$ cat config.mk
export PLATFORM = sky130hd
export DESIGN_NAME = sigma_delta_dac
export DESIGN_NICKNAME = d
export VERILOG_FILES = /design/src/poker_pkg.sv /design/src/sigma_delta_dac.sv
export VERILOG_INCLUDE_DIRS = /design/src /design/src/src
export SDC_FILE = /design/constraint.sdc
export NUM_CORES = 1
export LEC_CHECK = 0
export BUFFER_PORTS_ARGS = -buffer_cell sky130_fd_sc_hd__buf_4
export CAP_MARGIN = 20
export CORE_AREA = 4 4 53 55
export DETAILED_ROUTE_END_ITERATION = 8
export DIE_AREA = 0 0 57 59
export PLACE_DENSITY = 0.77
export REMOVE_ABC_BUFFERS = 1
export SYNTH_ARGS = -nofsm -noshare
export SYNTH_HDL_FRONTEND = slang
export SYNTH_SLANG_ARGS = --single-unit
$ cat constraint.sdc
create_clock -name clk_sys -period 3 [get_ports clk_sys]
set_clock_uncertainty 0.15 [all_clocks]
set_input_delay 0.45 -clock clk_sys [delete_from_list [all_inputs] [get_ports clk_sys]]
set_output_delay 0.45 -clock clk_sys [all_outputs]
set_load 0.01 [all_outputs]
$ cat src/poker_settings.svh
/*
 * Draw-poker board glue widths
 * Address, data and audio widths shared by the package and the RTL
 */

`ifndef POKER_SETTINGS_SVH
`define POKER_SETTINGS_SVH

// ===========================================================================
// Program ROM
// ===========================================================================

`define POKER_ROM_ADDR_BITS 15	// 32 KiB of program ROM
`define POKER_DATA_BITS 8	// Byte-wide ROM

// Host loader address, upper bits beyond the ROM are dropped
`define POKER_DL_ADDR_BITS 25

// ===========================================================================
// Audio
// ===========================================================================

`define POKER_DAC_BITS 16	// Unsigned sample from the game core

`endif
$ cat src/poker_pkg.sv
/*
 * Draw-poker board types
 * Vector typedefs, cabinet button bundle, download write and boot states
 */

`include "poker_settings.svh"

package poker_pkg;

	// Vectors with a meaning of their own
	typedef logic [`POKER_ROM_ADDR_BITS-1:0] rom_addr_t;
	typedef logic [`POKER_DATA_BITS-1:0] rom_byte_t;
	typedef logic [`POKER_DL_ADDR_BITS-1:0] dl_addr_t;
	typedef logic [7:0] scancode_t;	// PS/2 set 2 code
	typedef logic [`POKER_DAC_BITS-1:0] audio_sample_t;

	// Cabinet panel, one bit per button, 11 bits in all
	typedef struct packed {
		logic coin;
		logic stand;
		logic cancel;
		logic deal;
		logic [4:0] hold;	// Hold 1 in bit 0
		logic gamble_in;
		logic gamble_out;
	} poker_buttons_t;

	// One host download beat
	typedef struct packed {
		logic wr;
		dl_addr_t addr;
		rom_byte_t data;
	} dl_write_t;

	// Boot controller FSM
	typedef enum logic [1:0] {
		boot_empty,
		boot_loading,
		boot_ready
	} boot_state_t;

endpackage

$ cat src/sigma_delta_dac.sv
/*
 * First-order sigma-delta DAC
 * Error-feedback modulator, one audio word in, a 1-bit stream out
 */

`include "poker_settings.svh"

module sigma_delta_dac (
	input  logic clk_sys,
	input  logic rst_n,
	input  poker_pkg::audio_sample_t sample,
	output logic bit_out
);

	import poker_pkg::*;

	localparam int ACC_BITS = `POKER_DAC_BITS + 1;

	logic [ACC_BITS-1:0] acc;	// Carry on top, residue below
	logic [ACC_BITS-1:0] acc_sum;
	audio_sample_t residue;

	// Quantization error left over from the previous step
	assign residue = acc[`POKER_DAC_BITS-1:0];
	assign acc_sum = {1'b0, residue} + {1'b0, sample};

	always_ff @(posedge clk_sys or negedge rst_n) begin
		if (!rst_n)
			acc <= '0;
		else
			acc <= acc_sum;
	end

	// Registered carry, ones density follows sample / 2^DAC_BITS
	assign bit_out = acc[`POKER_DAC_BITS];

endmodule

Word-level counts from Yosys, hierarchy flattened
Index checks and enable logic that the tools add are counted.
{"block": "totals", "ff_bits": 17, "wordCells": 2, "output_inout_bits": 1, "input_bits": 18}
{"block": "classes", "add_sub_neg": 1}
{"cell": "16-bit by 16-bit adder with 17-bit output", "count": 1}

Logic depth before layout (Yosys ltp)
{"block": "logic_depth", "depth_word": 1, "ltp_mapped": 7, "depth_no_buf": 7}

Worst setup path before layout
Ideal clock, no wire load.
{"block": "synth_timing", "path_type": "input-to-reg", "start": "input port sample[0]", "end": "register acc[16]", "t_required_ps": 2722, "cell_stages": 7, "t_arrival_ps": 1993, "setup_slack_ps": 729, "n_path_buf": 0, "setup_ps": 128, "path_cell_list": "ha_1 fa_1 a21o_1 a221oi_2 o21ai_2 a21oi_2 o21ai_0"}
{"block": "synth_via", "elab_chain_cells": 1}
{"item": "from (decl)", "line_no": "sigma_delta_dac.sv:11", "source": "input poker_pkg::audio_sample_t sample,"}
{"item": "16-bit by 16-bit adder with 17-bit output", "line_no": "sigma_delta_dac.sv:25", "source": "assign acc_sum = {1'b0, residue} + {1'b0, sample};"}
{"item": "via acc_sum[16]", "line_no": "sigma_delta_dac.sv:20", "source": "logic [ACC_BITS-1:0] acc_sum;"}
{"item": "to (signal assigned)", "line_no": "sigma_delta_dac.sv:31", "source": "acc <= acc_sum;"}
{"item": "to (decl)", "line_no": "sigma_delta_dac.sv:19", "source": "logic [ACC_BITS-1:0] acc;"}
The timed path passes the listed nets, and every way through them passes these cells.

Final worst setup path
{"block": "layout_timing", "start": "register acc[0]", "end": "register acc[16]"}
{"block": "layout_via", "elab_chain_cells": 1}
{"item": "16-bit by 16-bit adder with 17-bit output", "line_no": "sigma_delta_dac.sv:25"}
{"item": "via acc_sum[16]", "line_no": "sigma_delta_dac.sv:20"}
The timed path passes the listed nets, and every way through them passes these cells.

==> metrics.md <==
| Metric | Value |
|---|---|
| CP max-delay cell | fa_1 |
| Hold crit path type | in2reg |
| Filler cells | roughly 220 |
| # rows | 18 |
| Part of the power in the clock network | 8.1% |
| Antenna violations before repair | 0 |
| Asr flop ratio synth | between 90% and 100% |
| IR drop worst, VDD | ~0.60 mV |
| Final period util | approximately 77% |
| WS Path Type | reg2reg |
| Slew Limit Fails | 0 |
| Total track usage | 16.9% |
| Most frequent cell after synthesis | dfrtp_1 |
| Max Cap Viol | 0 |
| Commonest cells post-synth | 17 x dfrtp_1, 16 x ha_1, 9 x a21o_1 |
| Slew HR | around 64% |
| Wire per inst | roughly 15 um |
| Yosys top cell by area | dfrtp_1 |
| Clk_lat worst skew | about 300 ps |
| Post-synth top flop | dfrtp_1 |
| Core ar. | roughly 2400 sq um |
| Critical path startpoint category | flip-flop |
| Worst-path cell chain | ha_1 -> fa_1 -> a21o_1 -> a221oi_2 -> o21ai_2 -> a21oi_2 -> o21ai_0 |
| Largest reg by FF count | acc |
| Synthesized area per cell | about 10 sq um |
| Mapped Cells | around 130 |
| DIE HEIGHT | ~60 um |
| CTS H-tree lvls | 1 |
| Global-route wire length before repair | approximately 4400 um |
| CP required | 3030 ps |
| Die Wd | 57 um |
| Final setup fails | 0 |
| Logic pwr share | 66.4% |
| Antenna diodes | 0 |
| RSZ-0062 raised after global routing | false |
| Slew of the pin with the lowest slew margin | around 530 ps |
| DPL Wire Length | around 1900 um |
| Port bufs | 18 |
| Max FFs per register | 17 |
| Met1 Wirelength | 1190 um |
| TNS Setup | 0 ps |
| Total gr overflow | 0 |
| Switching fraction of total power | between 40 and 50% |
| Synth top area cells | dfrtp_1 33%, ha_1 16%, a21o_1 5.3% |
| Yosys warning total | 0 |
| Pin count of the biggest net entering global routing | 18 |
| Crit-path max FO | 3 |
| Hold path startpoint | sample[0] |
| Vias in the first global route | about 1000 |
| Final min period | approximately 2300 ps |
| Max stage delay on crit path | about 410 ps |
| Max Clk Rate | about 430 MHz |
| Layout cells sized above 1 | approximately 20% |
| Post-route ant nets | 0 |
| Critical Path End Type | flip-flop |
| Cell internal pwr | slightly below 0.9 mW |
| Pwr dens | 1090 nW/um^2 |
| Mapped cell area | ~1300 sq um |
| Postcts setup bufs | 0 |
| #FFs+latches synth | 17 |
| Final-report hold violation count | 0 |
| DRC | 0 |
| Yosys top cell area share | around a third |
| Clock Sinks | 17 |
| Area Overhead vs Synth | 12.9% |
| Reg clk slew, reported paths | 100 ps |
| Fin util | between 60% and 70% |
| Initial Util | a little over half |
| R2r startpoint | acc[0] |
| Netlist cell types | 40 |
| DR vias/cell | approximately 6 |
| Detailed Routing Iterations Pass 1 | 4 |
| Net Sw Power | approximately 0.71 mW |
| Root Buffer | clkbuf_4 |
| Layout net count | around 180 |
| Worst setup path start | acc[0] |
| CTS tree | built |
| Number of synthesized flops with an enable pin | 0 |
| Placer Congestion | slightly below 0.8 |
| Top sig layer | met4 |
| Drt first-iter violations | 33 |
| Sequential cell area fraction in the yosys report | about a third |
| Worst R2R Setup Slack | between 600 and 700 ps |
| P_leak | about 0.7 nW |
| Total CTS buffers | 3 |
| CTS max path bufs | 2 |
| Met2 Wirelength | approximately 1200 um |
| Top flop regs | acc x17 |
| Vias | 1038 |
| Register share of total power | between 20% and 30% |
| Met3 wire len | around 120 um |
| I/O pins | 19 |
| Status | completed |
| Die ar. | about 3400 sq um |
| Routed WL | roughly 2500 um |
| Data arrival, critical path | 2350 ps |
-- layer usage --
| layer | global-route usage (%) | up-vias |
|---|---|---|
| met4 | 8.94 | 0 |
| met3 | 2.18 | 7 |
| li1 | - | 521 |
| met2 | 26.3 | 32 |
| met1 | 23.2 | 478 |
| met5 | 0 | - |
-- timing repair --
| action | 4_1_cts | 5_1_grt |
|---|---|---|
| hold buffers | 1 | 0 |
| endpoints found under the hold margin | 17 | 0 |
| gates resized for setup | 0 | 0 |
-- power by group through the flow --
| stage | registers [mW] | clock network, mW | logic (mW) |
|---|---|---|---|
| 6_report | 0.400 | 0.128 | 1.04 |
| 3_3_place_gp | 0.401 | 0 | 0.996 |
| 3_5_place_dp | 0.407 | 0 | 1.03 |
| 5_1_grt | 0.413 | 0.147 | 1.17 |
| 2_1_floorplan | 0.398 | 0 | 0.826 |
| 4_1_cts | 0.402 | 0.132 | 1.04 |
-- layout make-up --
type | instances | area [sq um] | area share [%]
tap | 30 | 37.5 | 2.60
timing repair buffer | 19 | 145 | 10.0
inverter | 4 | 15.0 | 1.04
sequential | 17 | 425 | 29.4
clock inverter | 1 | 5.00 | 0.346
multi-input combinational | 98 | 796 | 55.0
clock buffer | 3 | 22.5 | 1.56
-- cell usage in the layout, fill, tap and decap left out, types with 2 or more instances in the layout --
cell type	count
buf_4	18
dfrtp_1	17
ha_1	16
a21o_1	9
a21oi_1	6
xnor2_1	6
and3_1	4
nand2_1	4
inv_1	4
o21ai_0	4
a211oi_1	4
xor2_1	4
o211ai_1	3
nand3_1	3
nor3_1	3
nor2_1	3
nor4_1	3
clkbuf_4	3
a221oi_2	2
a21oi_2	2
nand4_1	2
nor2b_1	2
a41oi_1	2
-- per-stage QoR --
| step | power, mW | hold slack (ps) | setup slack (ps) | instance area (sq um) | std cells |
|---|---|---|---|---|---|
| after detailed placement | 1.44 | 179 | 489 | 1410 | 167 |
| after CTS | 1.57 | 229 | 675 | 1450 | 172 |
| final | 1.57 | 232 | 686 | 1450 | 172 |
| after global placement | 1.40 | 181 | 543 | 1410 | 167 |
| after floorplan | 1.22 | 4.41 | 729 | 1240 | 119 |
| after global routing | 1.73 | 228 | 475 | 1450 | 172 |
-- final timing paths --
check	end	depth (start not counted)
hold / removal	acc[0]	2
setup / recovery	acc[16]	7
max in group asynchronous	acc[7]	2
setup reg to reg	acc[16]	7
min in group asynchronous	acc[11]	2
hold reg to reg	acc[0]	1
-- worst max-delay path, delay by kind of cell, from the launching register on --
family | cells | cell delay (ps)
compound gates | 5 | 1040
fa+ha+maj | 2 | 630
flops | 1 | 390
-- cell families after synthesis --
kind of cell	count (synthesis)	synth area share, %
AO/OA/AOI/OAI	44	26.7
XOR/XNOR	10	6.84
adder cells (fa/ha/maj)	17	17.2
buffers and inverters	12	4.69
flip-flops	17	33.2
AND/OR/NAND/NOR	27	11.4
(Power assumes the default switching activity.)
