[src/poker_settings.svh]
/*
 * Draw-poker board glue widths
 * Address, data and audio widths shared by the package and the RTL
 */

`ifndef POKER_SETTINGS_SVH
`define POKER_SETTINGS_SVH

// ===========================================================================
// Program ROM
// ===========================================================================

`define POKER_ROM_ADDR_BITS 15	// 32 KiB of program ROM
`define POKER_DATA_BITS 8	// Byte-wide ROM

// Host loader address, upper bits beyond the ROM are dropped
`define POKER_DL_ADDR_BITS 25

// ===========================================================================
// Audio
// ===========================================================================

`define POKER_DAC_BITS 16	// Unsigned sample from the game core

`endif
[src/poker_pkg.sv]
/*
 * Draw-poker board types
 * Vector typedefs, cabinet button bundle, download write and boot states
 */

`include "poker_settings.svh"

package poker_pkg;

	// Vectors with a meaning of their own
	typedef logic [`POKER_ROM_ADDR_BITS-1:0] rom_addr_t;
	typedef logic [`POKER_DATA_BITS-1:0] rom_byte_t;
	typedef logic [`POKER_DL_ADDR_BITS-1:0] dl_addr_t;
	typedef logic [7:0] scancode_t;	// PS/2 set 2 code
	typedef logic [`POKER_DAC_BITS-1:0] audio_sample_t;

	// Cabinet panel, one bit per button, 11 bits in all
	typedef struct packed {
		logic coin;
		logic stand;
		logic cancel;
		logic deal;
		logic [4:0] hold;	// Hold 1 in bit 0
		logic gamble_in;
		logic gamble_out;
	} poker_buttons_t;

	// One host download beat
	typedef struct packed {
		logic wr;
		dl_addr_t addr;
		rom_byte_t data;
	} dl_write_t;

	// Boot controller FSM
	typedef enum logic [1:0] {
		boot_empty,
		boot_loading,
		boot_ready
	} boot_state_t;

endpackage

[src/key_mapper.sv]
/*
 * Keyboard to cabinet buttons
 * Turns scancode make/break events into held button levels
 */

module key_mapper (
	input  logic clk_sys,
	input  logic rst_n,
	input  logic key_strobe,
	input  logic key_pressed,
	input  poker_pkg::scancode_t key_code,
	output poker_pkg::poker_buttons_t buttons
);

	import poker_pkg::*;

	// ========================================================================
	// Scancode table, PS/2 set 2
	// ========================================================================

	localparam scancode_t KEY_ESC = 8'h76;	// Coin
	localparam scancode_t KEY_LALT = 8'h11;	// Stand
	localparam scancode_t KEY_LCTRL = 8'h14;	// Cancel
	localparam scancode_t KEY_SPACE = 8'h29;	// Deal
	localparam scancode_t KEY_1 = 8'h16;
	localparam scancode_t KEY_2 = 8'h1E;
	localparam scancode_t KEY_3 = 8'h26;
	localparam scancode_t KEY_4 = 8'h25;
	localparam scancode_t KEY_5 = 8'h2E;
	localparam scancode_t KEY_UP = 8'h75;	// Gamble in
	localparam scancode_t KEY_DOWN = 8'h72;	// Gamble out

	// Each button keeps its level until its own break code
	always_ff @(posedge clk_sys or negedge rst_n) begin
		if (!rst_n) begin
			buttons <= '0;
		end else if (key_strobe) begin
			case (key_code)
				KEY_ESC:
					buttons.coin <= key_pressed;
				KEY_LALT:
					buttons.stand <= key_pressed;
				KEY_LCTRL:
					buttons.cancel <= key_pressed;
				KEY_SPACE:
					buttons.deal <= key_pressed;

				// Hold row on the digit keys
				KEY_1:
					buttons.hold[0] <= key_pressed;
				KEY_2:
					buttons.hold[1] <= key_pressed;
				KEY_3:
					buttons.hold[2] <= key_pressed;
				KEY_4:
					buttons.hold[3] <= key_pressed;
				KEY_5:
					buttons.hold[4] <= key_pressed;

				KEY_UP:
					buttons.gamble_in <= key_pressed;
				KEY_DOWN:
					buttons.gamble_out <= key_pressed;
				default: begin
					// Unmapped key, panel unchanged
				end
			endcase
		end
	end

endmodule

[config.mk]
export PLATFORM = sky130hd
export DESIGN_NAME = key_mapper
export DESIGN_NICKNAME = d
export VERILOG_FILES = /design/src/poker_pkg.sv /design/src/key_mapper.sv
export VERILOG_INCLUDE_DIRS = /design/src /design/src/src
export SDC_FILE = /design/constraint.sdc
export NUM_CORES = 1
export LEC_CHECK = 0
export ABC_CLOCK_PERIOD_IN_PS = 1250
export BUFFER_PORTS_ARGS = -buffer_cell sky130_fd_sc_hd__buf_2
export CORE_UTILIZATION = 40
export DETAILED_ROUTE_END_ITERATION = 12
export MAX_ROUTING_LAYER = met4
export PLACE_DENSITY = 0.68
export SLEW_MARGIN = 20
export SYNTH_ARGS = -nofsm -noshare
export SYNTH_HDL_FRONTEND = slang
export SYNTH_SLANG_ARGS = --single-unit
[constraint.sdc]
create_clock -name clk_sys -period 1.25 [get_ports clk_sys]
set_input_delay 0.25 -clock clk_sys [delete_from_list [all_inputs] [get_ports clk_sys]]
set_output_delay 0.25 -clock clk_sys [all_outputs]
set_load 0.1 [all_outputs]
# [Yosys cells after proc, flatten, opt, wreduce, memory -nomap -nowiden]
# Index checks and enable logic that the tools add are counted.
[word_totals] ff_bits=11 elab_cells=33 output_inout_bits=11 inputBits=12
[op_classes] eq_ne=11 reduce_logical=11
[op_table] cell="== test 8 x 5 -> 1 bit, second input constant" count=4
[op_table] cell="== test 8 x 6 -> 1 bit, second input constant" count=4
[op_table] cell="== test 8 x 7 -> 1 bit, second input constant" count=3
[op_table] cell="AND reduction 2 bit" count=11

# [Longest topological paths before layout]
# Gate-level depths: netlist (run 1).
[depth] word_depth=2 depth_mapped=4 depth_no_buf=3

# [Worst setup path before layout (run 1)]
# Ideal clock, no wire load.
[synth_path] path_kind="reg-to-reg" start="register buttons[2] (netlist name)" end="register buttons[2] (netlist name)" synth_period_minus_slack_ns=1.290 arrival_time_ns=1.162 n_path_buf=0 setup_slack_ns=-0.040 path_stages_with_launch=2 required_ns=1.122 setup_time_ns=0.128 path_cell_list="dfrtp_1 > mux2_1"
[synth_rtl] item="end, declared" line_no="key_mapper.sv:12" text="output poker_pkg::poker_buttons_t buttons"

# [Worst setup path after layout (run 1)]
[layout_path] start="register buttons[5] (netlist name)" end="output buttons[5] (netlist name)"
# No word-level cell between the ends.

==> implementation parameters, run 1 <==
Parameter                              Value

Run status
  Status    finished, final reports clean

CTS
  Num CTS Buffers    3
  Root buffer cell    clkbuf_4
  Buffer depth of the longest clock path    2
  H-tree lvl count    1
  CTS tree    built
  Clock latency of the later-clocked register in the worst-skew pair    260 ps
  Clock transition at path regs    about 70 ps
  Number of buffers added to fix hold violations after cts    1
  Post-CTS Repair Setup Buffers    0
  # resized after CTS    0
  Clk sinks    11

Worst setup path
  Critical path's slowest cell    dfrtp_2
  Destination of the worst register-to-register timing path    buttons[9]$_DFFE_PN0P_
  Largest delay contributor family on the critical path    flip-flops
  Required time reported for the critical path endpoint    1000 ps
  Crit start category    register
  Critical setup path kind    register to output port
  Arrival time at the worst endpoint    870 ps
  Worst reg-to-reg setup slack    ~400 ps
  Critical path endpoint category    output port
  Number of cells on the worst reg-to-reg path    1
  Largest incremental delay on the critical path    430 ps
  Number of buffer and inverter stages on the critical path    1
  Max FO, Critical Path    2
  Cells traversed along the worst timing path    buf_12
  Start of the worst register-to-register path    buttons[9]$_DFFE_PN0P_

Worst hold path
  Type of the worst min-delay path    input port to register
  Number of stages on the worst hold path    2
  Terminating pin of the worst hold path    buttons[5]$_DFFE_PN0P_
  Start point of the worst hold path    key_pressed

Run
  Number of max-capacitance violations reported    0

Global route
  Global-route track usage on met3    0.0500
  Antenna violations before repair    0
  Vias in the first global route    424
  Met1 track demand over resource in global routing    0.198
  Met2 Resource Use GR    0.294
  Largest net degree at the start of global routing    12
  Total grt overflow    0
  Peak-usage layer in the global routing report    met2
  Global-route usage over all layers    0.181
  Global-route wire length before repair    about 1700 um

Synth
  Post-synth top area share    0.478
  Library cell occupying the most area in the post-synthesis netlist    dfrtp_1
  Cell types occupying the most area after synthesis    dfrtp_1 48%, mux2_1 14%, nor4b_4 8.3%, mux2_2 7.8%, nand3_1 7.0%
  Synthesized instance count    45
  Yosys warnings    0
  Sequential area share after synthesis    0.478
  Post-synthesis instance area    576 sq um
  Mean cell area of the mapped netlist    roughly 13 sq um
  Synth Register Bits    11
  Post-Synthesis Net Count    57
  Count of unique library cells instantiated by Yosys    14

Timing
  Final period utilization    0.892
  Number of hold violations in the final report    0
  Final setup vio count    0
  Maximum clock skew at final layout    0 ps
  Fin. max-slew vios    0
  Total Neg Setup Slack    0 ps
  Slew at the pin closest to its max-slew limit    approximately 370 ps
  Final critical-path setup slack    135 ps
  Fin crit period    1120 ps
  RSZ-0062 raised after global routing    no
  Maximum operating frequency    896 MHz
  Worst-case headroom to the max-slew limit    0.756

Routing
  Drt pass-1 iters    4
  Detailed router's first-iteration violation count    3
  Via/cell ratio    5.52
  Post-detailed-routing wire length    1170 um
  DRC violation count after routing    0
  Total via count after detailed routing    ~480
  Average detailed-routed wire length per instance    13.6 um
  Number of nets with antenna violations after detailed routing    0

Final layout
  Top flop regs    buttons x11
  Largest register FFs    11
  Count of filler cells inserted in the layout    100
  Number of nets in the layout    between 80 and 90
  Number of antenna cells inserted    0
  Final std cell area, no fill    913 sq um
  Layout cell share with drive strength beyond 1    0.620
  Final standard cell count with taps included and fillers excluded    86
  Area added between synthesis and finish    58.7%
  Biggest register    buttons

Placed design
  Area post-placement    877 sq um
  Instance count after placement with tap cells included    slightly above 80
  Global placement routability congestion    0.720
  Post-DP HPWL    933 um
  Quantity of I/O buffers inserted on ports    22
  Setup Slack @ Placement    -127 ps

Power and ir drop
  Static power due to leakage    0.403 nW
  Largest vdd supply drop    0.778 mV
  Part of the power in registers    0.430
  Clk pwr share    0.262
  Final total power    0.916 mW
  Proportion of total power due to net switching    0.341
  Power density over the cells    roughly 1000 nW/um^2
  Total internal power    ~0.60 mW
  NetSw    0.312 mW
  Combinational share of power    0.308

Die
  Number of rows created at floorplan    13
  Initial core utilization    0.437
  Die footprint    1590 sq um
  Core Region    1320 sq um
  I/O pin count    23
  Horizontal die dimension    between 30 and 40 um
  Die Y-Extent    39.9 um
-- synth_stat cells --
master          n
nand4_1         3
nor3b_1         1
nor2b_1         3
buf_2           1
mux2_2          4
and2_1          1
and4b_2         1
nor4b_4         2
dfrtp_1        11
dlygate4sd1_1   1
nand3_1         8
mux2_1          7
nor2_1          1
and3b_1         1
-- stage by stage --
stage	util	hold WS, ps
2_1_floorplan	-	-45.6
3_3_place_gp	0.666	127
3_5_place_dp	0.666	134
4_1_cts	0.693	327
5_1_grt	0.693	339
6_report	0.693	327
-- cells in the final DEF, fill, tap and decap left out, types with 2 or more instances in the layout --
cell	instances
buf_2	11
nand3_1	8
mux2_1	7
nor4b_4	2
clkbuf_4	3
nand4_1	3
nor2b_1	3
mux2_2	4
buf_12	11
dfrtp_2	11
-- routing by layer --
metal	up-vias	wire length, um
met4	0	15
met1	227	502
met2	23	559
met3	3	90
met5	-	0
li1	222	-
-- cell type report --
| class | count | area (sq um) | area share |
|---|---|---|---|
| Timing Repair Buffer | 24 | 293 | 0.321 |
| Sequential cell | 11 | 289 | 0.316 |
| Multi-Input combinational cell | 32 | 287 | 0.314 |
| Clock buffer | 4 | 26.3 | 0.0288 |
| Tap cell | 15 | 18.8 | 0.0205 |
-- power by group through the flow --
stage                     clock network, mW  registers [mW]  logic (mW)
final                                 0.240           0.393       0.282
after global routing                  0.259           0.396       0.293
after CTS                             0.249           0.394       0.285
after detailed placement                  0           0.401       0.282
after global placement                    0           0.401       0.278
after floorplan                           0           0.516      0.0385
-- how the worst max path moves through the flow --
stage	startpoint	end	slack (ps)	cells after the start
floorplan	key_code[5]	buttons[3]$_DFFE_PN0P_	130	3
global placement	key_code[5]	buttons[3]$_DFFE_PN0P_	-100	4
detailed placement	key_code[5]	buttons[9]$_DFFE_PN0P_	-130	4
CTS	buttons[5]$_DFFE_PN0P_	buttons[5]	130	1
global route	key_code[5]	buttons[9]$_DFFE_PN0P_	90	4
finish	buttons[5]$_DFFE_PN0P_	buttons[5]	130	1
-- kinds of logic after synthesis --
kind of cell	count (synthesis)	share of synthesized area
AND/OR/NAND/NOR	21	0.283
multiplexers	11	0.215
flip-flops	11	0.478
buffers and inverters	2	0.0239
No activity file was read; power rests on OpenSTA's default activity.
==> inputs of run 2 (changes only) <==
--- a/config.mk
+++ b/config.mk
@@ -6,12 +6,13 @@
 export SDC_FILE = /design/constraint.sdc
 export NUM_CORES = 1
 export LEC_CHECK = 0
+export ABC_AREA = 1
 export ABC_CLOCK_PERIOD_IN_PS = 1250
 export BUFFER_PORTS_ARGS = -buffer_cell sky130_fd_sc_hd__buf_2
 export CORE_UTILIZATION = 40
 export DETAILED_ROUTE_END_ITERATION = 12
 export MAX_ROUTING_LAYER = met4
-export PLACE_DENSITY = 0.68
+export PLACE_DENSITY = 0.65
 export SLEW_MARGIN = 20
 export SYNTH_ARGS = -nofsm -noshare
 export SYNTH_HDL_FRONTEND = slang
==> run 2 against run 1 <==
  * First-iteration DRC count increased to 3.7 times the previous value
  * Global-route usage is 1.2 points higher
  * Fmax up 0.15%
  * Sequential power is essentially flat
  * Sequential share of layout area shrank 4.8 points
==> implementation parameters, run 2 <==
Parameter                              Value

Run status
  Status    finished, final reports clean

Final layout
  Area added between synthesis and finish    45.7%
  Largest register FFs    11 (unchanged)
  Leading cell type in the layout, fill and taps excluded    nand2_1
  Layout cell share with drive strength beyond 1    0.342 (-0.278)
  Count of filler cells inserted in the layout    141 (+41%)
  Top flop regs    buttons x11
  Final standard cell count with taps included and fillers excluded    136 (+58%)
  Biggest register    buttons
  Number of nets in the layout    133 (+58%)
  Number of antenna cells inserted    0 (unchanged)

Routing
  Number of nets with antenna violations after detailed routing    0 (unchanged)
  Drt pass-1 iters    6 (+2)
  Post-detailed-routing wire length    1420 um (+22%)
  Average detailed-routed wire length per instance    10.4 um (-23%)
  Detailed router's first-iteration violation count    11 (+8)
  Total via count after detailed routing    684 (+44%)
  DRC violation count after routing    0 (unchanged)
  Via/cell ratio    5.03 (-8.9%)

Worst setup path
  Crit start category    register
  Largest delay contributor family on the critical path    flip-flops
  Arrival time at the worst endpoint    860 ps (about the same)
  Largest incremental delay on the critical path    410 ps (-20 ps)
  Critical path's slowest cell    dfrtp_1
  Number of buffer and inverter stages on the critical path    1 (unchanged)
  Required time reported for the critical path endpoint    1000 ps (about the same)
  Critical path endpoint category    output port
  Critical setup path kind    register to output port
  Cells traversed along the worst timing path    buf_12
  Max FO, Critical Path    2 (unchanged)

Synth
  Most repeated cell in the gate-level netlist after synthesis    nand2_1
  Post-synth top area share    0.391 (-0.0868)
  Mean cell area of the mapped netlist    7.40 sq um (-42%)
  Synth async-reset ratio    1.00 (unchanged)
  Cell types occupying the most area after synthesis    dfrtp_1 39%, nand2_1 17%, nand4_1 8.0%, nor2_4 8.0%, nand3_1 7.8%
  Count of unique library cells instantiated by Yosys    15 (+1)
  Post-synthesis instance area    703 sq um (+22%)
  Sequential area share after synthesis    0.391 (-0.0868)
  Synth Register Bits    11 (unchanged)
  Post-Synthesis Net Count    107 (+88%)
  Synthesized instance count    95 (+110%)
  Count of flip-flops with a built-in enable after synthesis    0 (unchanged)
  Library cell occupying the most area in the post-synthesis netlist    dfrtp_1
  Dominant register cell in the synthesized netlist    dfrtp_1
  Most used standard cells in the synthesized netlist    32 x nand2_1, 11 x dfrtp_1, 11 x inv_1, 11 x nand3_1, 9 x nand4_1
  Yosys warnings    0 (unchanged)

Timing
  Maximum clock skew at final layout    0 ps (unchanged)
  Final period utilization    0.891 (-0.00135)
  Total Neg Setup Slack    0 ps (unchanged)
  Maximum operating frequency    898 MHz (+0.15%)
  RSZ-0062 raised after global routing    no
  Worst-case headroom to the max-slew limit    0.838 (+0.0816)
  Final setup vio count    0 (unchanged)
  Number of hold violations in the final report    0 (unchanged)
  Slew at the pin closest to its max-slew limit    243 ps (-122 ps)
  Fin. max-slew vios    0 (unchanged)
  Fin crit period    1110 ps (-1.69 ps)

CTS
  Num CTS Buffers    3 (unchanged)
  Clk sinks    11 (unchanged)
  CTS tree    built
  Root buffer cell    clkbuf_4
  Buffer depth of the longest clock path    2 (unchanged)
  H-tree lvl count    1 (unchanged)
  Clock latency of the later-clocked register in the worst-skew pair    270 ps (about the same)
  Post-CTS Repair Setup Buffers    0 (unchanged)
  Clock transition at path regs    70 ps (about the same)

Placed design
  Instance count after placement with tap cells included    131 (+62%)
  Post-DP HPWL    1160 um (+24%)
  Quantity of I/O buffers inserted on ports    22 (unchanged)
  Global placement routability congestion    0.804 (+12%)

Global route
  Global-route wire length before repair    2550 um (+46%)
  Vias in the first global route    654 (+54%)
  Largest net degree at the start of global routing    12 (unchanged)
  Antenna violations before repair    0 (unchanged)
  Global-route usage over all layers    0.193 (+0.0120)
  Total grt overflow    0 (unchanged)

Die
  Horizontal die dimension    43.9 um (+10%)
  Die Y-Extent    43.9 um (+10%)
  Core Region    1580 sq um (+20%)
  Number of rows created at floorplan    14 (+1)
  I/O pin count    23 (unchanged)
  Die footprint    1930 sq um (+21%)
  Initial core utilization    0.446 (+0.00918)

Power and ir drop
  Total internal power    0.599 mW (-0.70%)
  Largest vdd supply drop    0.481 mV (-38%)
  NetSw    0.343 mW (+9.9%)
  Proportion of total power due to net switching    0.364 (+0.0232)
  Part of the power in registers    0.415 (-0.015)
  Power density over the cells    920 nW/um^2 (-8.3%)
  Combinational share of power    0.334 (+0.026)
  Static power due to leakage    0.538 nW (+33%)
  Clk pwr share    0.251 (-0.011)

Worst hold path
  Type of the worst min-delay path    input port to register

Run
  Number of max-capacitance violations reported    0 (unchanged)
[run 2: changes by cell type in the layout (fill, tap and decap cells not counted), sizes merged]
cell   before  now
nand3       8   12
nor2        1   10
nor4b       2    0
inv         0   15
mux2       11    0
nand2       0   35
nor3b       1    0
and3b       1    0
and2        1    0
and4b       1    0
nor2b       3    0
nand4       3    9
[run 2: logic make-up after synthesis]
group,synth area share
flip-flops,0.391
buffers and inverters,0.105
AND/OR/NAND/NOR,0.504
[run 2: power by group through the flow]
| stage | combinational (mW) | sequential (mW) | clock (mW) |
|---|---|---|---|
| after floorplan | 0.0770 | 0.512 | 0 |
| after global placement | 0.310 | 0.398 | 0 |
| after detailed placement | 0.314 | 0.398 | 0 |
| after CTS | 0.317 | 0.391 | 0.251 |
| after global routing | 0.335 | 0.393 | 0.268 |
| final | 0.315 | 0.391 | 0.237 |
[run 2: worst paths after layout]
path                       slack, ps  cells past startpoint                   start                     end
setup / recovery                 140                      1  buttons[8]$_DFFE_PN0P_              buttons[8]
hold / removal                   300                      3              key_strobe  buttons[9]$_DFFE_PN0P_
setup reg to reg                 540                      4  buttons[3]$_DFFE_PN0P_  buttons[3]$_DFFE_PN0P_
hold reg to reg                  530                      2  buttons[7]$_DFFE_PN0P_  buttons[7]$_DFFE_PN0P_
max in group asynchronous        680                      2                   rst_n  buttons[2]$_DFFE_PN0P_
min in group asynchronous        370                      2                   rst_n  buttons[9]$_DFFE_PN0P_
[run 2: through the flow]
| step | util | hold slack (ps) | instance area, sq um | power, mW | worst slack (ps) |
|---|---|---|---|---|---|
| finish | 0.650 | 304 | 1020 | 0.943 | 136 |
| global route | 0.650 | 315 | 1020 | 0.996 | 90.7 |
| CTS | 0.650 | 293 | 1020 | 0.959 | 120 |
| detailed placement | 0.627 | 134 | 988 | 0.712 | 221 |
| global placement | 0.627 | 133 | 988 | 0.708 | 248 |
| floorplan | - | -45.6 | 703 | 0.589 | 39.2 |
[run 2: metal layers]
layer / track usage / vias to the layer above / share of wire / wire, um
li1: - / 350 / - / -
met1: 0.180 / 316 / 0.40 / 570
met2: 0.343 / 13 / 0.54 / 761
met3: 0.0750 / 5 / 0.044 / 62
met4: 0.0909 / 0 / 0.018 / 25
met5: - / - / 0 / 0
[run 2: layout make-up]
class	count	area [sq um]	area share
timing repair buffer	24	293	0.286
inverter	15	56.3	0.0549
multi-input combinational	66	354	0.346
sequential	11	275	0.269
tap	16	20.0	0.0195
clock buffer	4	26.3	0.0256
[run 2: what timing repair did]
| item | in CTS | in global routing |
|---|---|---|
| endpoints found under the hold margin | 11 | 0 |
| hold buffers | 1 | 0 |
| resized for setup | 0 | 0 |
[run 2: worst min-delay path: cells and delay by family]
family        cells  cell delay [ps]
buf+inv           1              150
simple gates      2              150
