### src/poker_settings.svh
/*
 * Draw-poker board glue widths
 * Address, data and audio widths shared by the package and the RTL
 */

`ifndef POKER_SETTINGS_SVH
`define POKER_SETTINGS_SVH

// ===========================================================================
// Program ROM
// ===========================================================================

`define POKER_ROM_ADDR_BITS 15	// 32 KiB of program ROM
`define POKER_DATA_BITS 8	// Byte-wide ROM

// Host loader address, upper bits beyond the ROM are dropped
`define POKER_DL_ADDR_BITS 25

// ===========================================================================
// Audio
// ===========================================================================

`define POKER_DAC_BITS 16	// Unsigned sample from the game core

`endif
### src/poker_pkg.sv
/*
 * Draw-poker board types
 * Vector typedefs, cabinet button bundle, download write and boot states
 */

`include "poker_settings.svh"

package poker_pkg;

	// Vectors with a meaning of their own
	typedef logic [`POKER_ROM_ADDR_BITS-1:0] rom_addr_t;
	typedef logic [`POKER_DATA_BITS-1:0] rom_byte_t;
	typedef logic [`POKER_DL_ADDR_BITS-1:0] dl_addr_t;
	typedef logic [7:0] scancode_t;	// PS/2 set 2 code
	typedef logic [`POKER_DAC_BITS-1:0] audio_sample_t;

	// Cabinet panel, one bit per button, 11 bits in all
	typedef struct packed {
		logic coin;
		logic stand;
		logic cancel;
		logic deal;
		logic [4:0] hold;	// Hold 1 in bit 0
		logic gamble_in;
		logic gamble_out;
	} poker_buttons_t;

	// One host download beat
	typedef struct packed {
		logic wr;
		dl_addr_t addr;
		rom_byte_t data;
	} dl_write_t;

	// Boot controller FSM
	typedef enum logic [1:0] {
		boot_empty,
		boot_loading,
		boot_ready
	} boot_state_t;

endpackage

### src/rom_boot_ctrl.sv
/*
 * Boot controller
 * Follows the host download, remembers a finished load and drives the
 * registered reset of the game core
 */

module rom_boot_ctrl (
	input  logic clk_sys,
	input  logic rst_n,
	input  logic dl_active,
	input  logic soft_reset,
	output logic core_reset,
	output logic loaded
);

	import poker_pkg::*;

	logic dl_active_q;	// Previous dl_active for edge detect
	logic dl_rise;
	logic dl_fall;
	boot_state_t state;
	boot_state_t state_next;

	assign dl_rise = dl_active & ~dl_active_q;
	assign dl_fall = ~dl_active & dl_active_q;

	// ========================================================================
	// Download tracking FSM
	// ========================================================================

	always_comb begin
		state_next = state;
		case (state)
			boot_empty: begin
				if (dl_rise)
					state_next = boot_loading;
			end
			boot_loading: begin
				if (dl_fall)
					state_next = boot_ready;	// Image complete
			end
			boot_ready: begin
				if (dl_rise)
					state_next = boot_loading;	// Reload over a running core
			end
			default: state_next = boot_empty;
		endcase
	end

	always_ff @(posedge clk_sys or negedge rst_n) begin
		if (!rst_n) begin
			dl_active_q <= 1'b0;
			state <= boot_empty;
			loaded <= 1'b0;
		end else begin
			dl_active_q <= dl_active;
			state <= state_next;
			if (state == boot_loading && dl_fall)
				loaded <= 1'b1;	// Sticky across later downloads
		end
	end

	// Core runs only with a complete image and no soft reset request
	always_ff @(posedge clk_sys or negedge rst_n) begin
		if (!rst_n)
			core_reset <= 1'b1;
		else
			core_reset <= (state_next != boot_ready) | soft_reset;
	end

endmodule

### config.mk
export PLATFORM = sky130hd
export DESIGN_NAME = rom_boot_ctrl
export DESIGN_NICKNAME = d
export VERILOG_FILES = /design/src/poker_pkg.sv /design/src/rom_boot_ctrl.sv
export VERILOG_INCLUDE_DIRS = /design/src /design/src/src
export SDC_FILE = /design/constraint.sdc
export NUM_CORES = 1
export LEC_CHECK = 0
export BUFFER_PORTS_ARGS = -buffer_cell sky130_fd_sc_hd__buf_4
export CAP_MARGIN = 20
export CORE_AREA = 4 4 41 43
export DETAILED_ROUTE_END_ITERATION = 8
export DIE_AREA = 0 0 45 47
export SYNTH_ARGS = -nofsm -noshare
export SYNTH_HDL_FRONTEND = slang
export SYNTH_SLANG_ARGS = --single-unit
### constraint.sdc
create_clock -name clk_sys -period 0.8 [get_ports clk_sys]
set_input_delay 0.16 -clock clk_sys [delete_from_list [all_inputs] [get_ports clk_sys]]
set_output_delay 0.16 -clock clk_sys [all_outputs]
set_load 0.05 [all_outputs]
* Word level (Yosys, flattened, before mapping)
Index checks and enable logic that the tools add are counted.
** Word-level totals
- Flip-flop bits (word level) :: 5
- Bits of input ports :: 4
- Output and inout bits :: 2
- Word-level logic and storage cells :: 18
** Operators by class
- Bitwise operators :: 5
- Equality and inequality tests :: 3
- Muxes and demuxes :: 3
- Reduce and logical (&&, ||, !) cells :: 3
** Operators by type and width (count)
- $mux 2 :: 2
- $pmux 2 s2 :: 1
- $and 1x1->1 :: 2
- $eq 2x1->1 const B :: 1
- $eq 2x2->1 const B :: 1
- $logic_not 2->1 :: 1
- $ne 2x2->1 const B :: 1
- $not 1->1 :: 2
- $reduce_or 2->1 :: 1
- $logic_and 1x1->1 :: 1
- $or 1x1->1 :: 1

* Logic depth before layout (Yosys ltp)
Gate-level depths: netlist (run 1).
- Depth after elaboration :: 6
- Mapped depth :: 3
- Gate-level depth less buffers :: 3

* Least setup slack after synthesis (run 1)
OpenSTA, ideal clock, no wires.
- Path type :: register to register
- From :: register, netlist name loaded
- To :: register loaded
- Stages on the path, launching flop included :: 2
- Library setup time :: 124 ps
- Period minus slack after synthesis :: 944 ps
- Required time :: 676 ps
- Path buffers :: 0
- Arrival time :: 820 ps
- Path slack :: -144 ps
- Path through :: dfrtp_1 > or2_1
** RTL lines
- end signal: assignment :: RTL line rom_boot_ctrl.sv:54 : loaded <= 1'b0;
- end signal: assignment :: RTL line rom_boot_ctrl.sv:59 : loaded <= 1'b1;
- end: declaration :: RTL line rom_boot_ctrl.sv:13 : output logic loaded

* Final worst setup path (run 1)
- From :: register core_reset
- To :: output core_reset
** RTL lines
- start: declaration :: RTL line rom_boot_ctrl.sv:12 : output logic core_reset,
- start signal: assignment :: RTL line rom_boot_ctrl.sv:68 : core_reset <= (state_next != boot_ready) | soft_reset;
No word-level cell between the ends.

==> qor.csv, run 1 <==
metric,value,unit
Worst Min Path Start,dl_active,
slowest cell delay on critical path,0.53,ns
Synth Instances,14,
drt first-iter violations,1,
WL final,413,µm
DRC viols,0,
cell family with most CP delay,flip-flops,
first-pass GRT wire length,669,µm
Num CTS Buffers,3,
Root Driver,clkbuf_4,
slowest cell on the critical path,dfstp_2,
met1 usage,0.0486,
n_diodes,0,
combinational power share,0.260,
fin crit period,1.07,ns
Non-Filler Instances,40,
CTS tree,yes,
RSZ-0062 raised after global routing,yes,
Worst-path clk slew,0.05,ns
Final setup viols,6,
largest net degree at the start of global routing,6,
area of the die,2120,µm²
CTS max path bufs,2,
I/O Buffers,5,
CP Class,flip-flop to output port,
post-synthesis cell area,199,µm²
gr ovfl total,0,
number of synthesized register bits,5,
CP Launch Type,flip-flop,
DRT antenna net count,0,
initial antenna violation count,0,
Reg-to-Reg End,core_reset,
overall routing resource usage,0.0548,
status,"complete, but fails checks",
failing checks,setup timing,
pwr dens,2610,nW/µm²
CP bufs+invs,1,
headroom to the max-slew limit,0.928,
final period utilization,1.34,
Clock power frac,0.346,
drt pass-1 iters,2,
cell count after placement,34,
fraction of layout cells with a size suffix above 1,0.560,
placeable core region,1300,µm²
vias in the first global route,163,
Worst-Skew Late Latency,0.24,ns
DIE HEIGHT,47,µm
H-tree Lvls,1,
Die Width,45,µm
synth unique cells,10,
vias per cell,3.63,
Fmax achieved,933,MHz
Syn. warnings,0,
P_leak,0.000148,µW
NetSw,232,µW
sequential share of power,0.394,
initial core utilization,0.153,
HP Class,input port to flip-flop,
Worst Hold Endpoint,dl_active_q,
post-synthesis average cell area,14.2,µm²
wire per inst,10.3,µm
max cap viols,0,
Internal,609,µW
row count,13,
"Slew Viols, Final",0,
"Data arrival, critical path",0.91,ns
syn_nets,18,
switch share,0.275,
routability congestion estimate from global placement,0.716,
# IOs,6,
met2 Usage GRT,0.0678,
r2r setup slk,-0.13,ns
met3 usage,0.0575,
"Critical Path, Cell by Cell",buf_8,
Reg2Reg Launch Point,dl_active_q,
detailed-route via count,145,
Fin. Hold Viols,0,
Worst VDD drop,0.00113,V
CP endpoint kind,output port,
Area Overhead vs Synth,62.3,%
GRT busiest layer,met2,
post-synthesis sequential area ratio,0.635,
Final nets,30,
Clock Skew,0.00492,ns
Worst Path Max Fanout,1,
Place WS,-0.140,ns
Slew @ Worst Pin,0.108,ns
Critical Path Source,core_reset,
most frequent cells in the layout,"3 x clkbuf_4, 3 x dfrtp_1, 3 x buf_4",
Num Clock Sinks,5,
worst reg2reg path depth,3,
Worst Path Required,0.64,ns
"Power, Total",841,µW
setup ws final,-0.272,ns
Worst Hold Depth,1,
repair_timing:
| action | 4_1_cts | 5_1_grt |
|---|---|---|
| resized for setup | 5 | 1 |
| cloned | 0 | 0 |
| buffers inserted | 1 | 0 |
| hold buffers | 1 | 0 |
| endpoints found under the setup margin | 6 | 6 |
| hold endpoints to repair | 5 | 0 |
| pin swaps | 1 | 0 |
flip-flops by register name, summed over array words and instances, names as in the netlist:
name         flops
core_reset       1
loaded           1
state            2
dl_active_q      1
kinds of logic (layout without fill, tap and decap cells):
| group | count (synthesis) | count (layout) | share of synthesized area |
|---|---|---|---|
| buf+inv | 2 | 13 | 0.0377 |
| flops | 5 | 5 | 0.635 |
| compound gates | 3 | 3 | 0.157 |
| simple gates | 4 | 4 | 0.170 |
per-layer routing:
| metal | wire length, µm | up-vias |
|---|---|---|
| met5 | 0 | - |
| met4 | 10 | 0 |
| met3 | 52 | 2 |
| met2 | 177 | 8 |
| met1 | 173 | 65 |
| li1 | - | 70 |
how the worst max path moves through the flow:
stage | to | slack [ns] | cells past startpoint
after CTS | core_reset | -0.28 | 1
after global routing | core_reset | -0.31 | 1
after detailed placement | core_reset | -0.14 | 3
after floorplan | state[1] | -0.09 | 2
final | core_reset | -0.27 | 1
after global placement | state[1] | -0.10 | 2
power groups by stage:
stage               registers, µW  logic [µW]  clock network (µW)
global placement              331         157                   0
CTS                           333         217                 304
finish                        332         218                 291
floorplan                     368        79.7                   0
global route                  338         235                 339
detailed placement            335         166                   0
per-stage QoR:
stage | instance area (µm²) | hold slack (ns) | TNS [ns] | util
after floorplan | 200 | -0.136 | -0.272 | -
after global placement | 256 | -0.0393 | -0.343 | 0.197
after detailed placement | 256 | -0.0352 | -0.455 | 0.197
after CTS | 315 | 0.0445 | -0.928 | 0.242
after global routing | 323 | 0.0528 | -1.12 | 0.248
final | 323 | 0.0754 | -0.874 | 0.248
synthesized netlist by cell type:
library cell | number | area share
a211o_1 | 1 | 0.044
a31o_4 | 1 | 0.088
and4bb_1 | 1 | 0.063
dfrtp_1 | 4 | 0.50
dfstp_2 | 1 | 0.13
inv_1 | 2 | 0.038
nand2b_1 | 1 | 0.031
nand2b_2 | 1 | 0.044
o21ai_0 | 1 | 0.025
or2_1 | 1 | 0.031
area by class of cell:
class / count / area, µm²
clock buffer: 4 / 26.3
fill: 142 / 978
inverter: 2 / 7.51
multi-input combinational: 7 / 72.6
sequential: 5 / 128
tap: 15 / 18.8
timing repair buffer: 7 / 70.1
Power figures use the tool's default switching activity.
==> run 2, diff against run 1 <==
- BUFFER_PORTS_ARGS: -buffer_cell sky130_fd_sc_hd__buf_4 -> -buffer_cell sky130_fd_sc_hd__buf_2
==> qor.csv, run 2 (same netlist as run 1, synthesis figures left out) <==
metric,value,unit
Worst Path Required,0.64,ns
Worst-Skew Late Latency,0.25,ns
detailed-route via count,151,
failing checks,setup timing,
WHS,0.0693,ns
post-route cell area,315,µm²
Reg2Reg Launch Point,state[0],
Largest register FFs,2,
Clock Skew,0.00423,ns
CP Class,flip-flop to output port,
Root Driver,clkbuf_4,
r2r setup slk,-0.14,ns
routability congestion estimate from global placement,0.667,
cell family with most CP delay,flip-flops,
RSZ-0062 raised after global routing,yes,
Clock power frac,0.348,
CTS tree,yes,
row count,13,
slowest cell on the critical path,dfstp_2,
slowest cell delay on critical path,0.53,ns
DRT antenna net count,0,
CP endpoint kind,output port,
drt first-iter violations,3,
vias in the first global route,179,
final period utilization,1.34,
Fmax achieved,929,MHz
placeable core region,1300,µm²
Worst Hold Endpoint,dl_active_q,
cell count after placement,34,
NetSw,249,µW
"Data arrival, critical path",0.92,ns
headroom to the max-slew limit,0.923,
CTS max path bufs,2,
CP bufs+invs,1,
fin crit period,1.08,ns
Non-Filler Instances,41,
largest net degree at the start of global routing,6,
P_leak,0.000144,µW
placed instance area,244,µm²
worst reg2reg path depth,3,
Largest Register,state,
fillers,145,
Fin. Hold Viols,0,
WL final,408,µm
"Critical Path, Cell by Cell",buf_8,
sequential share of power,0.381,
# IOs,6,
pwr dens,2770,nW/µm²
area of the die,2120,µm²
Slew @ Worst Pin,0.116,ns
Worst Min Path Start,dl_active,
DIE HEIGHT,47,µm
fraction of layout cells with a size suffix above 1,0.538,
wire per inst,9.95,µm
max cap viols,0,
initial antenna violation count,0,
Num Clock Sinks,5,
first-pass GRT wire length,738,µm
combinational power share,0.271,
Reg-to-Reg End,core_reset,
Final setup viols,6,
initial core utilization,0.153,
HP Class,input port to flip-flop,
Worst Hold Depth,1,
H-tree Lvls,1,
Internal,623,µW
Area Overhead vs Synth,58.5,%
gr ovfl total,0,
I/O Buffers,5,
CP Launch Type,flip-flop,
n_diodes,0,
DRC viols,0,
overall routing resource usage,0.0556,
Worst-path clk slew,0.05,ns
setup ws final,-0.276,ns
Worst Path Max Fanout,1,
vias per cell,3.68,
status,"complete, but fails checks",
"Slew Viols, Final",0,
drt pass-1 iters,2,
Die Width,45,µm
most frequent cells in the layout,"3 x clkbuf_4, 3 x dfrtp_1, 3 x buf_2",
Num CTS Buffers,3,
Final nets,31,
Worst VDD drop,0.000948,V
switch share,0.286,
==> run 2: cell types whose count changed in the layout (fill, tap and decap cells not counted), sizes merged <==
| cell | before | now |
|---|---|---|
| buf | 6 | 7 |
==> run 2: timing repair <==
action                                 in CTS  in global routing
pin swaps                                   1                  1
resized for setup                           7                  0
endpoints found under the hold margin       5                  0
buffers inserted                            1                  1
hold buffers                                1                  0
setup endpoints to repair                   6                  6
==> run 2: worst max path at each step <==
| stage | start | end | cells after the start |
|---|---|---|---|
| 5_1_grt | core_reset | core_reset | 1 |
| 2_1_floorplan | dl_active_q | state[1] | 2 |
| 3_3_place_gp | dl_active_q | state[1] | 2 |
| 4_1_cts | core_reset | core_reset | 1 |
| 6_report | core_reset | core_reset | 1 |
| 3_5_place_dp | state[1] | core_reset | 3 |
==> run 2: metrics by stage <==
| stage | setup WS [ns] | util | total power, µW | TNS [ns] |
|---|---|---|---|---|
| 3_5_place_dp | -0.144 | 0.188 | 492 | -0.540 |
| 2_1_floorplan | -0.0905 | - | 448 | -0.272 |
| 5_1_grt | -0.308 | 0.242 | 925 | -1.11 |
| 4_1_cts | -0.286 | 0.237 | 859 | -0.947 |
| 6_report | -0.276 | 0.242 | 872 | -0.915 |
| 3_3_place_gp | -0.101 | 0.188 | 476 | -0.393 |
==> run 2: worst reg2reg max path, cell delays in order, from the launching register on <==
cell and delay (ns):
dfrtp_1 0.38, and4bb_1 0.23, a31o_4 0.22, nand2b_2 0.06
==> run 2: power groups by stage <==
stage	logic [µW]	registers, µW	clock network (µW)
3_3_place_gp	146	330	0
3_5_place_dp	157	335	0
2_1_floorplan	79.7	368	0
4_1_cts	214	332	314
5_1_grt	249	339	337
6_report	236	332	304
==> run 2: layout make-up <==
type                       instances  area [µm²]  area share
sequential                         5         128       0.405
timing repair buffer               8        70.1       0.222
multi-input combinational          7        65.1       0.206
clock buffer                       4        26.3      0.0833
tap                               15        18.8      0.0595
inverter                           2        7.51      0.0238
==> run 2: layer usage <==
metal	vias up	global-route usage	part of all wire
met5	-	0	0
met4	0	0.0351	0
met3	0	0.0575	0.14
met2	8	0.0791	0.43
met1	71	0.0486	0.43
li1	72	-	-
==> run 3, diff against run 2 <==
--- a/config.mk
+++ b/config.mk
@@ -10,4 +10,5 @@
 export CAP_MARGIN = 20
 export CORE_AREA = 4 4 41 43
+export CTS_BUF_LIST = sky130_fd_sc_hd__clkbuf_8
 export DETAILED_ROUTE_END_ITERATION = 8
 export DIE_AREA = 0 0 45 47
==> constraint.sdc (replaced) <==
create_clock -name clk_sys -period 0.8 [get_ports clk_sys]
set_input_delay 0.16 -clock clk_sys [delete_from_list [all_inputs] [get_ports clk_sys]]
set_output_delay 0.16 -clock clk_sys [all_outputs]
set_load 0.01 [all_outputs]
==> qor.csv, run 3 (same netlist as run 1, synthesis figures left out) <==
metric,value,unit
Worst Path Required,0.64,ns
worst reg2reg path depth,2,
Clock Skew,0.000398,ns
# IOs,6,
"Data arrival, critical path",0.82,ns
CTS max path bufs,2,
Storage cell area,126,µm²
slowest cell on the critical path,dfstp_2,
status,"complete, but fails checks",
Worst VDD drop,0.00135,V
CP endpoint kind,output port,
Reg2Reg Launch Point,state[0],
cell family with most CP delay,flip-flops,
Fin. Hold Viols,0,
Final setup viols,6,
P_leak,0.000147,µW
Fmax achieved,1020,MHz
drt pass-1 iters,2,
CTS tree,yes,
vias per cell,3.78,
CP Class,flip-flop to output port,
largest net degree at the start of global routing,6,
Largest Register,state,
post-route core utilization,0.242,
final period utilization,1.23,
Place WS,-0.119,ns
Slew @ Worst Pin,0.130,ns
area of the die,2120,µm²
gr ovfl total,0,
routability congestion estimate from global placement,0.675,
Root Driver,clkbuf_8,
Reg-to-Reg End,state[1],
Worst-Skew Late Latency,0.22,ns
DRC viols,0,
vias in the first global route,155,
Worst Path Max Fanout,1,
first-pass GRT wire length,614,µm
initial core utilization,0.153,
fraction of layout cells with a size suffix above 1,0.560,
CP Launch Type,flip-flop,
failing checks,setup timing,
H-tree Lvls,1,
fin crit period,0.982,ns
n_diodes,0,
"Slew Viols, Final",0,
"Power, Total",940,µW
Num CTS Buffers,3,
drt first-iter violations,3,
Critical Path Stages,1,
DIE HEIGHT,47,µm
"Critical Path, Cell by Cell",buf_6,
max cap viols,0,
Worst Hold Endpoint,dl_active_q,
detailed-route via count,151,
Worst Hold Depth,1,
r2r setup slk,-0.14,ns
initial antenna violation count,0,
pwr dens,2980,nW/µm²
overall routing resource usage,0.0493,
Num Clock Sinks,5,
WHS,0.0921,ns
CP bufs+invs,1,
most frequent cells in the layout,"4 x dfrtp_1, 4 x buf_2, 3 x clkbuf_8",
Largest register FFs,2,
Area Overhead vs Synth,58.5,%
row count,13,
slowest cell delay on critical path,0.51,ns
headroom to the max-slew limit,0.913,
Final nets,30,
RSZ-0062 raised after global routing,yes,
I/O Buffers,5,
placeable core region,1300,µm²
Worst Min Path Start,dl_active,
Multi-input gate area,68.8,µm²
Die Width,45,µm
post-CTS setup buffer count,0,
setup ws final,-0.182,ns
Worst-path clk slew,0.03,ns
WL final,364,µm
fillers,150,
DRT antenna net count,0,
HP Class,input port to flip-flop,
wire per inst,9.10,µm
-- run 3: routing by layer --
layer,track usage,share of wire
met2,0.0593,0.38
met4,0.0175,0
met1,0.0464,0.47
met3,0.0690,0.15
met5,0,0
-- run 3: per-stage QoR --
| step | TNS [ns] | cell area [µm²] | std cells |
|---|---|---|---|
| 5_1_grt | -0.904 | 315 | 40 |
| 6_report | -0.681 | 315 | 40 |
| 4_1_cts | -0.723 | 312 | 40 |
| 3_5_place_dp | -0.366 | 250 | 35 |
| 3_3_place_gp | -0.333 | 250 | 35 |
| 2_1_floorplan | -0.255 | 199 | 14 |
-- run 3: area by class of cell --
cell class | count | share of cell area
timing repair buffer | 7 | 0.155
sequential | 5 | 0.401
clock inverter | 1 | 0.0119
clock buffer | 3 | 0.131
multi-input combinational | 7 | 0.218
tap | 15 | 0.0595
inverter | 2 | 0.0238
-- run 3: timing repair --
action | 4_1_cts | 5_1_grt
endpoints found under the setup margin | 6 | 6
hold buffers | 1 | 0
pin swaps | 1 | 2
resized for setup | 3 | 1
hold endpoints to repair | 5 | 0
-- run 3: worst max path at each step --
| stage | from | end |
|---|---|---|
| 6_report | core_reset | core_reset |
| 5_1_grt | core_reset | core_reset |
| 4_1_cts | core_reset | core_reset |
| 3_5_place_dp | dl_active_q | state[1] |
| 3_3_place_gp | dl_active_q | state[1] |
| 2_1_floorplan | dl_active_q | state[1] |
-- run 3: power by group --
| part | total [µW] | internal [µW] | leakage, µW | switching (µW) |
|---|---|---|---|---|
| Clock | 444 | 328 | 0.0000269 | 116 |
| Combinational | 159 | 95.9 | 0.0000633 | 62.7 |
| Sequential | 337 | 303 | 0.0000568 | 34.3 |
| Total | 940 | 727 | 0.000147 | 213 |
